===== config.mk =====
export PLATFORM = sky130hd
export DESIGN_NAME = flag_display_top
export DESIGN_NICKNAME = d
export VERILOG_FILES = /design/src/rtl/vga_pkg.sv /design/src/rtl/display_timing.sv /design/src/rtl/flag_painter.sv /design/src/rtl/vga_output.sv /design/src/rtl/flag_display_top.sv
export SDC_FILE = /design/constraint.sdc
export NUM_CORES = 1
export LEC_CHECK = 0
export ABC_AREA = 1
export BUFFER_PORTS_ARGS = -buffer_cell sky130_fd_sc_hd__clkbuf_2
export CORE_MARGIN = 2
export CORE_UTILIZATION = 66
export CTS_BUF_LIST = sky130_fd_sc_hd__clkbuf_4 sky130_fd_sc_hd__clkbuf_8
export DETAILED_ROUTE_END_ITERATION = 10
export PLACE_DENSITY_LB_ADDON = 0.25
export SETUP_SLACK_MARGIN = 0.2
export SYNTH_ARGS = -nofsm -noshare
export SYNTH_HDL_FRONTEND = slang
export SYNTH_SLANG_ARGS = --single-unit
export TNS_END_PERCENT = 100

===== constraint.sdc =====
create_clock -name clk_pix -period 3.8 [get_ports clk_pix]
set_input_delay 0.19 -clock clk_pix [delete_from_list [all_inputs] [get_ports clk_pix]]
set_output_delay 0.19 -clock clk_pix [all_outputs]
set_load 0.1 [all_outputs]

===== src/rtl/vga_pkg.sv =====
// ~~~~~~~~~~~~~~~~~~~~~~~~~~~~~~
// vga package: coordinate, colour and sync types plus
// the colours of the flag of Sweden
// ~~~~~~~~~~~~~~~~~~~~~~~~~~~~~~

`default_nettype none

package vga_pkg;

    localparam int cord_w = 10;  // enough for 800 x 525 totals

    typedef logic [cord_w-1:0] cord_t;  // screen coordinate

    // 4 bits per channel, Pmod style
    typedef struct packed {
        logic [3:0] r;  // red
        logic [3:0] g;  // green
        logic [3:0] b;  // blue
    } rgb_t;

    // sync levels for one pixel
    typedef struct packed {
        logic hsync;  // active low
        logic vsync;  // active low
        logic de;     // high in active area
    } sync_t;

    typedef enum logic [1:0] {
        region_border,  // below the flag
        region_cross,   // yellow cross
        region_field    // blue background
    } flag_region_e;

    localparam rgb_t colour_black  = '{r: 4'h0, g: 4'h0, b: 4'h0};
    localparam rgb_t colour_yellow = '{r: 4'hF, g: 4'hC, b: 4'h0};
    localparam rgb_t colour_blue   = '{r: 4'h0, g: 4'h6, b: 4'hA};

endpackage

`default_nettype wire


===== src/rtl/display_timing.sv =====
// ~~~~~~~~~~~~~~~~~~~~~~~~~~~~~~
// display timing: pixel and line counters with
// registered coordinates, sync pulses and data enable
// ~~~~~~~~~~~~~~~~~~~~~~~~~~~~~~

`default_nettype none
`timescale 1ns/1ps

module display_timing #(
    parameter int h_active = 640,  // visible pixels per line
    parameter int h_front  = 16,   // front porch
    parameter int h_sync   = 96,   // sync pulse width
    parameter int h_back   = 48,   // back porch
    parameter int v_active = 480,  // visible lines
    parameter int v_front  = 10,
    parameter int v_sync   = 2,
    parameter int v_back   = 33
) (
    input  logic           clk_pix,
    input  logic           rst_n,
    output vga_pkg::cord_t sx,      // horizontal position
    output vga_pkg::cord_t sy,      // vertical position
    output vga_pkg::sync_t timing   // sync of pixel sx,sy
);

    localparam int h_total = h_active + h_front + h_sync + h_back;
    localparam int v_total = v_active + v_front + v_sync + v_back;

    // window bounds at coordinate width
    localparam vga_pkg::cord_t h_last   = vga_pkg::cord_t'(h_total - 1);
    localparam vga_pkg::cord_t v_last   = vga_pkg::cord_t'(v_total - 1);
    localparam vga_pkg::cord_t h_act    = vga_pkg::cord_t'(h_active);
    localparam vga_pkg::cord_t v_act    = vga_pkg::cord_t'(v_active);
    localparam vga_pkg::cord_t hs_start = vga_pkg::cord_t'(h_active + h_front);
    localparam vga_pkg::cord_t hs_end   = vga_pkg::cord_t'(h_active + h_front + h_sync - 1);
    localparam vga_pkg::cord_t vs_start = vga_pkg::cord_t'(v_active + v_front);
    localparam vga_pkg::cord_t vs_end   = vga_pkg::cord_t'(v_active + v_front + v_sync - 1);

    vga_pkg::cord_t sx_next;  // coordinate of the following pixel
    vga_pkg::cord_t sy_next;

    // sync levels belonging to one coordinate
    function automatic vga_pkg::sync_t sync_at(input vga_pkg::cord_t x,
                                               input vga_pkg::cord_t y);
        vga_pkg::sync_t s;
        s.hsync = ~(x >= hs_start && x <= hs_end);  // negative polarity
        s.vsync = ~(y >= vs_start && y <= vs_end);  // whole lines
        s.de    = (x < h_act) && (y < v_act);
        return s;
    endfunction

    always_comb begin
        if (sx == h_last) begin  // end of line
            sx_next = '0;
            if (sy == v_last) begin  // end of frame
                sy_next = '0;
            end else begin
                sy_next = sy + 1'b1;
            end
        end else begin
            sx_next = sx + 1'b1;
            sy_next = sy;
        end
    end

    // sync registered from the next coordinate so it lines up with sx,sy
    always_ff @(posedge clk_pix or negedge rst_n) begin
        if (!rst_n) begin
            sx     <= '0;
            sy     <= '0;
            timing <= sync_at('0, '0);  // pixel 0,0 levels
        end else begin
            sx     <= sx_next;
            sy     <= sy_next;
            timing <= sync_at(sx_next, sy_next);
        end
    end

endmodule

`default_nettype wire


===== src/rtl/flag_painter.sv =====
// ~~~~~~~~~~~~~~~~~~~~~~~~~~~~~~
// flag painter: region and colour of the
// flag of Sweden at a screen coordinate
// ~~~~~~~~~~~~~~~~~~~~~~~~~~~~~~

`default_nettype none
`timescale 1ns/1ps

module flag_painter #(
    parameter int flag_h   = 400,  // flag height in lines
    parameter int cross_x0 = 200,  // vertical bar, exclusive bounds
    parameter int cross_x1 = 280,
    parameter int cross_y0 = 160,  // horizontal bar, exclusive bounds
    parameter int cross_y1 = 240
) (
    input  vga_pkg::cord_t sx,
    input  vga_pkg::cord_t sy,
    output vga_pkg::rgb_t  colour
);

    localparam vga_pkg::cord_t fh = vga_pkg::cord_t'(flag_h);
    localparam vga_pkg::cord_t cx0 = vga_pkg::cord_t'(cross_x0);
    localparam vga_pkg::cord_t cx1 = vga_pkg::cord_t'(cross_x1);
    localparam vga_pkg::cord_t cy0 = vga_pkg::cord_t'(cross_y0);
    localparam vga_pkg::cord_t cy1 = vga_pkg::cord_t'(cross_y1);

    vga_pkg::flag_region_e region;

    // first match wins
    always_comb begin
        if (sy >= fh) begin
            region = vga_pkg::region_border;  // below the flag
        end else if (sy > cy0 && sy < cy1) begin
            region = vga_pkg::region_cross;   // horizontal bar
        end else if (sx > cx0 && sx < cx1) begin
            region = vga_pkg::region_cross;   // vertical bar
        end else begin
            region = vga_pkg::region_field;
        end
    end

    always_comb begin
        case (region)
            vga_pkg::region_cross: colour = vga_pkg::colour_yellow;
            vga_pkg::region_field: colour = vga_pkg::colour_blue;
            default:               colour = vga_pkg::colour_black;  // border
        endcase
    end

endmodule

`default_nettype wire


===== src/rtl/vga_output.sv =====
// ~~~~~~~~~~~~~~~~~~~~~~~~~~~~~~
// vga output: pin register stage, black in blanking
// ~~~~~~~~~~~~~~~~~~~~~~~~~~~~~~

`default_nettype none
`timescale 1ns/1ps

module vga_output (
    input  logic           clk_pix,
    input  logic           rst_n,
    input  vga_pkg::sync_t timing,     // sync and de of current pixel
    input  vga_pkg::rgb_t  colour,     // painter colour, same pixel
    output logic           vga_hsync,
    output logic           vga_vsync,
    output vga_pkg::rgb_t  vga_rgb
);

    always_ff @(posedge clk_pix or negedge rst_n) begin
        if (!rst_n) begin
            vga_hsync <= 1'b1;  // inactive level
            vga_vsync <= 1'b1;
            vga_rgb   <= vga_pkg::colour_black;
        end else begin
            vga_hsync <= timing.hsync;
            vga_vsync <= timing.vsync;
            if (timing.de) begin
                vga_rgb <= colour;
            end else begin
                vga_rgb <= vga_pkg::colour_black;  // nothing leaks into blanking
            end
        end
    end

endmodule

`default_nettype wire


===== src/rtl/flag_display_top.sv =====
// ~~~~~~~~~~~~~~~~~~~~~~~~~~~~~~
// flag display top: 640x480 flag of Sweden
// ~~~~~~~~~~~~~~~~~~~~~~~~~~~~~~

`default_nettype none
`timescale 1ns/1ps

module flag_display_top #(
    parameter int h_active = 640,
    parameter int h_front  = 16,
    parameter int h_sync   = 96,
    parameter int h_back   = 48,
    parameter int v_active = 480,
    parameter int v_front  = 10,
    parameter int v_sync   = 2,
    parameter int v_back   = 33,
    parameter int flag_h   = 400,  // 16:10 flag
    parameter int cross_x0 = 200,
    parameter int cross_x1 = 280,
    parameter int cross_y0 = 160,
    parameter int cross_y1 = 240
) (
    input  logic          clk_pix,    // pixel clock from board PLL
    input  logic          rst_n,
    output logic          vga_hsync,
    output logic          vga_vsync,
    output vga_pkg::rgb_t vga_rgb
);

    vga_pkg::cord_t sx;
    vga_pkg::cord_t sy;
    vga_pkg::sync_t timing;  // aligned with sx,sy
    vga_pkg::rgb_t  colour;  // combinational from sx,sy

    display_timing #(
        .h_active(h_active),
        .h_front (h_front),
        .h_sync  (h_sync),
        .h_back  (h_back),
        .v_active(v_active),
        .v_front (v_front),
        .v_sync  (v_sync),
        .v_back  (v_back)
    ) display_timing0 (
        .clk_pix(clk_pix),
        .rst_n  (rst_n),
        .sx     (sx),
        .sy     (sy),
        .timing (timing)
    );

    flag_painter #(
        .flag_h  (flag_h),
        .cross_x0(cross_x0),
        .cross_x1(cross_x1),
        .cross_y0(cross_y0),
        .cross_y1(cross_y1)
    ) flag_painter0 (
        .sx    (sx),
        .sy    (sy),
        .colour(colour)
    );

    // one register to the pins
    vga_output vga_output0 (
        .clk_pix  (clk_pix),
        .rst_n    (rst_n),
        .timing   (timing),
        .colour   (colour),
        .vga_hsync(vga_hsync),
        .vga_vsync(vga_vsync),
        .vga_rgb  (vga_rgb)
    );

endmodule

`default_nettype wire


==> metrics.txt, run 1 <==
CP Capture Type flip-flop; Net Sw Frac 23.2%; critical path fanouts, max 7; startpoint types flip-flop; Yosys warning count 0; I/O pin count 16; GR Layer Usage met1 32.3%; CP Data Required Time 4.08 ns; area share of the largest cell type after synthesis 32.1%; final hold viol count 0; Tcrit/Tclk final 49.8%; fin crit period 1.89 ns; detailed-route via count 1431; clock share of power 29.8%; DR WL/cell 12.0 um; Top Usage Layer GRT met2; Reg clk slew, reported paths 0.15 ns; hold_buf cts 1; Synth Instances 238; register area share after synthesis 39.4%; Die Ht 56.1 um; Design Power 453 uW; Clock Tree Buf Depth 2; FP Rows 18; Initial Util 71.1%; final setup fails 0; # port buffers 12; first-pass GRT wire length 5500 um; antenna cells 0; DRT iter0 DRCs 87; PwrDens 247 nW/um2; status complete, no violations; share of layout cells above drive strength 1 15.5%; hpwl dp 2490 um; total global routing overflow 0; maxcap violations 0; H-tree lvl count 1; drt first pass iters 4; Hold WC Path Type reg2reg; largest area contributor in the netlist dfrtp_1; maximum vdd drop 0.000235 V; Psw 105 uW; setup TNS 0 ns; cell-internal power 348 uW; worst slew pin tran 0.682 ns; initial antenna violation count 0; Max-slew headroom 54.5%; final wirelength 3300 um; most common cell after layout, fill and taps aside nand2_1; vias in the first global route 1262; Synth area leaders dfrtp_1, nand2_1, inv_1; Routed Antenna Nets 0; syn avg cell area 7.53 um2; total die area 3150 um2; pin count of the biggest net entering global routing 29; cell area after synthesis 1790 um2; Sink Count 28; cell leakage power 1.03 nW; M2 GR Usage 32.6%; CTS Buf Count 3; sequential share of power 65.9%; post-CTS setup buffer count 0; Comb pwr share 4.3%; number of synthesized register bits 28; Final nets 254; drt drc 0; CTS tree built; CTS resizes 0; Setup Crit Path Kind reg2reg; Area Overhead vs Synth 2.16%; Yosys cell types 31; Tot GR Track Use 21.8%; Clock Latency Late Sink 0.33 ns; RSZ-0062 raised after global routing false; GRT met3 Usage 3.49%; DR vias/cell 5.20; clock root cell clkbuf_4; FMAX 529 MHz; Placer Congestion 0.885; Fill cells 194; Placeable Area 2520 um2; Slew Limit Fails 0; Die X 56.1 um; Post-Route Skew 0.00464 ns; arrival time at the worst endpoint 2.17 ns; most frequent cells in the layout nand2_1, inv_1, nor2_1, dfrtp_1, nand3_1
==> per-stage QoR <==
| stage | util, % | hold WS [ns] | instance area, um2 | cells | worst slack, ns |
|---|---|---|---|---|---|
| floorplan | - | -0.106 | 1800 | 240 | 2.16 |
| global placement | 71.0 | 0.252 | 1790 | 270 | 2.00 |
| detailed placement | 71.0 | 0.264 | 1790 | 270 | 1.96 |
| CTS | 72.6 | 0.368 | 1830 | 275 | 1.92 |
| global route | 72.6 | 0.371 | 1830 | 275 | 1.72 |
| finish | 72.6 | 0.368 | 1830 | 275 | 1.91 |
==> cell usage after synthesis <==
cell type / number
nor2_2: 3
inv_1: 39
nor2_1: 30
buf_4: 10
nor3_1: 2
conb_1: 1
dfrtp_1: 23
nor2_4: 2
ha_1: 6
o2111ai_1: 1
xnor2_1: 1
xor2_1: 1
a31oi_1: 1
nand2_1: 60
a21oi_2: 2
a21oi_1: 3
nand4_1: 7
a21oi_4: 1
nand3_1: 19
buf_12: 1
o21ai_1: 1
o21bai_1: 2
nand2_4: 1
buf_6: 1
inv_2: 1
inv_4: 1
nor2_8: 2
o21ai_0: 7
dfstp_2: 5
nand2_2: 3
nand3_2: 1
==> worst max-delay path, cell delays in order, from the launching register on <==
cell       delay, ns
dfrtp_1         0.49
inv_1           0.13
ha_1            0.17
inv_1           0.05
nor3_1          0.12
nand3_1         0.11
o2111ai_1       0.09
nand2_1         0.10
nor2_1          0.15
inv_1           0.07
ha_1            0.27
nor2_1          0.10
==> worst paths after layout <==
| kind | startpoint | to | slack [ns] | cells past startpoint |
|---|---|---|---|---|
| min in group asynchronous | rst_n | display_timing0.sy[1]$_DFF_PN0_ | 0.41 | 2 |
| max reg2reg | display_timing0.sy[0]$_DFF_PN0_ | vga_output0.vga_rgb[6]$_DFF_PN0_ | 1.91 | 11 |
| min | display_timing0.timing[1]$_DFF_PN1_ | vga_output0.vga_vsync$_DFF_PN1_ | 0.37 | 0 |
| min reg2reg | display_timing0.timing[1]$_DFF_PN1_ | vga_output0.vga_vsync$_DFF_PN1_ | 0.37 | 0 |
| max | display_timing0.sy[0]$_DFF_PN0_ | vga_output0.vga_rgb[6]$_DFF_PN0_ | 1.91 | 11 |
| max in group asynchronous | rst_n | display_timing0.sx[7]$_DFF_PN0_ | 2.95 | 2 |
==> state kept, by name (all words and copies together), names as in the netlist <==
register,count
vga_output0.vga_hsync,1
display_timing0.sy,10
display_timing0.timing,3
vga_output0.vga_vsync,1
display_timing0.sx,10
vga_output0.vga_rgb,3
==> final cells by class <==
class / count / area (um2) / share of cell area (%)
multi-input combinational: 159 / 831 / 45.4
inverter: 41 / 156 / 8.54
tap: 30 / 37.5 / 2.05
timing repair buffer: 13 / 70.1 / 3.83
sequential: 28 / 707 / 38.6
clock buffer: 4 / 30.0 / 1.64
==> logic make-up (layout without fill, tap and decap cells) <==
logic type / Yosys count / count (layout) / synth area share (%)
other cells: 1 / 3 / 0.209
fa+ha+maj: 6 / 6 / 4.19
compound gates: 18 / 18 / 6.63
flops: 28 / 28 / 39.4
xor+xnor: 2 / 2 / 0.977
buf+inv: 53 / 58 / 14.7
simple gates: 130 / 130 / 33.9
==> power by group through the flow <==
stage,registers (mW),clock network (mW),logic (mW)
final,0.298,0.135,0.0195
after global routing,0.298,0.148,0.0210
after CTS,0.298,0.140,0.0198
after detailed placement,0.304,0,0.0191
after global placement,0.304,0,0.0189
after floorplan,0.304,0,0.0152
==> metal layers <==
metal,vias up,routed length [um]
li1,739,-
met1,627,1620
met2,59,1410
met3,6,222
met4,0,51
met5,-,0
No activity file was read; power rests on OpenSTA's default activity.
==> run 2: changes to the inputs <==
--- a/config.mk
+++ b/config.mk
@@ -8,7 +8,7 @@
 export ABC_AREA = 1
 export BUFFER_PORTS_ARGS = -buffer_cell sky130_fd_sc_hd__clkbuf_2
 export CORE_MARGIN = 2
-export CORE_UTILIZATION = 66
+export CORE_UTILIZATION = 61
 export CTS_BUF_LIST = sky130_fd_sc_hd__clkbuf_4 sky130_fd_sc_hd__clkbuf_8
 export DETAILED_ROUTE_END_ITERATION = 10
 export PLACE_DENSITY_LB_ADDON = 0.25
==> constraint.sdc (replaced) <==
create_clock -name clk_pix -period 1.8 [get_ports clk_pix]
set_input_delay 0.09 -clock clk_pix [delete_from_list [all_inputs] [get_ports clk_pix]]
set_output_delay 0.09 -clock clk_pix [all_outputs]
set_load 0.1 [all_outputs]
==> metrics.txt, run 2 (synthesized netlist as in run 1, its figures left out) <==
status complete, no violations; cell mode on critical path nand2_1; startpoint types flip-flop; CP Data Required Time 2.07 ns; Sink Count 28; drt drc 0; initial antenna violation count 0; Placer Congestion 0.877; # port buffers 12; hold_ws 0.310 ns; maximum vdd drop 0.000423 V; H-tree lvl count 1; drt first pass iters 4; RSZ-0062 raised after global routing true; Max-slew headroom 55.9%; top flop regs display_timing0.sx: 10 flops, display_timing0.sy: 10 flops; Die X 58.2 um; area of the multi-input gates 918 um2; I/O pin count 16; Storage cell area 709 um2; cell leakage power 1.15 nW; pin count of the biggest net entering global routing 29; worst slew pin tran 0.661 ns; CTS Buf Count 3; cell chain of the critical path buf_6, nand3_1, nor2_2, nand2_1, o21bai_1, inv_1, nor2_4, nand2_1, nor2_1, nand2_1; hpwl dp 2600 um; Tcrit/Tclk final 92.1%; Core Util, Final 74.6%; Tot GR Track Use 24.2%; most common cell after layout, fill and taps aside nand2_1; Clock Latency Late Sink 0.33 ns; total global routing overflow 0; Hold WC Path Type in2async; detailed-route via count 1571; Post-Route Skew 0.0110 ns; Area Overhead vs Synth 15.7%; Clock Tree Buf Depth 2; antenna cells 0; Placeable Area 2780 um2; most frequent cells in the layout nand2_1, inv_1, nor2_1, dfrtp_1; FP Rows 19; fin cells 294; clock root cell clkbuf_4; Fill cells 205; Final nets 272; final hold viol count 0; CTS tree built; Design Power 947 uW; max incr delay on CP 0.43 ns; Reg clk slew, reported paths 0.15 ns; CP Capture Type flip-flop; CP delay by family, top simple AND/OR/NAND/NOR gates; total die area 3390 um2; Initial Util 64.5%; final wirelength 3710 um; PwrDens 457 nW/um2; arrival time at the worst endpoint 1.92 ns; share of layout cells above drive strength 1 28.1%; critical path fanouts, max 4; DRT iter0 DRCs 64; DR vias/cell 5.34; Routed Antenna Nets 0; maxcap violations 0; fin crit period 1.66 ns; Die Ht 58.2 um; first-pass GRT wire length 6370 um; final setup fails 0; CP max-delay cell dfrtp_1; DR WL/cell 12.6 um; Buf/Inv on CP 2; vias in the first global route 1500; FMAX 603 MHz; Placed Cells 277; Slew Limit Fails 0; Setup Crit Path Kind reg2reg
run 2: worst reg2reg max path: stages, from the launching register on:
cell	delay, ns
dfrtp_1	0.43
buf_6	0.13
nand3_1	0.13
nor2_2	0.20
nand2_1	0.11
o21bai_1	0.15
inv_1	0.09
nor2_4	0.14
nand2_1	0.07
nor2_1	0.10
nand2_1	0.06
run 2: layer usage:
metal | up-vias | routed length [um] | GRT usage [%]
met5 | - | 0 | 0
met4 | 0 | 64 | 9.63
met1 | 730 | 1630 | 30.9
met3 | 8 | 217 | 4.02
li1 | 778 | - | -
met2 | 55 | 1800 | 40.9
run 2: what timing repair did:
item                                    CTS  global route
cloned                                    0             0
hold buffers                              1             0
endpoints found under the setup margin    7            10
resized for setup                        15            11
pin swaps                                 9             7
hold endpoints to repair                 23             0
buffers inserted                          7             5
run 2: per-stage QoR:
| step | setup WS (ns) | TNS [ns] | instance area (um2) |
|---|---|---|---|
| final | 0.143 | 0 | 2070 |
| after global routing | -0.0305 | -0.0379 | 2070 |
| after CTS | 0.126 | 0 | 2000 |
| after detailed placement | -0.0114 | -0.0114 | 1840 |
| after global placement | 0.0473 | 0 | 1840 |
| after floorplan | 0.178 | 0 | 1800 |
run 2: layout make-up:
class | instances | area share, %
Clock buffer | 4 | 1.45
Inverter | 41 | 7.54
Timing Repair Buffer | 31 | 10.7
Tap cell | 31 | 1.87
Sequential cell | 28 | 34.2
Multi-Input combinational cell | 159 | 44.3
run 2: worst paths after layout:
path                                                     startpoint                             endpoint  slack [ns]  depth (start not counted)
worst max-delay path                display_timing0.sx[0]$_DFF_PN0_  display_timing0.timing[2]$_DFF_PN1_        0.14                         10
worst min-delay path                                          rst_n      display_timing0.sy[2]$_DFF_PN0_        0.31                          2
worst max register to register      display_timing0.sx[0]$_DFF_PN0_  display_timing0.timing[2]$_DFF_PN1_        0.14                         10
worst min register to register  display_timing0.timing[2]$_DFF_PN1_      vga_output0.vga_hsync$_DFF_PN1_        0.37                          0
max in group asynchronous                                     rst_n      display_timing0.sy[1]$_DFF_PN0_        1.02                          2
min in group clk_pix            display_timing0.timing[2]$_DFF_PN1_      vga_output0.vga_hsync$_DFF_PN1_        0.37                          0
run 2: where the power goes:
group / internal [mW] / switching (mW)
clock: 0.102 / 0.175
sequential: 0.630 / 0
combinational: 0.00215 / 0.0386
total: 0.734 / 0.214
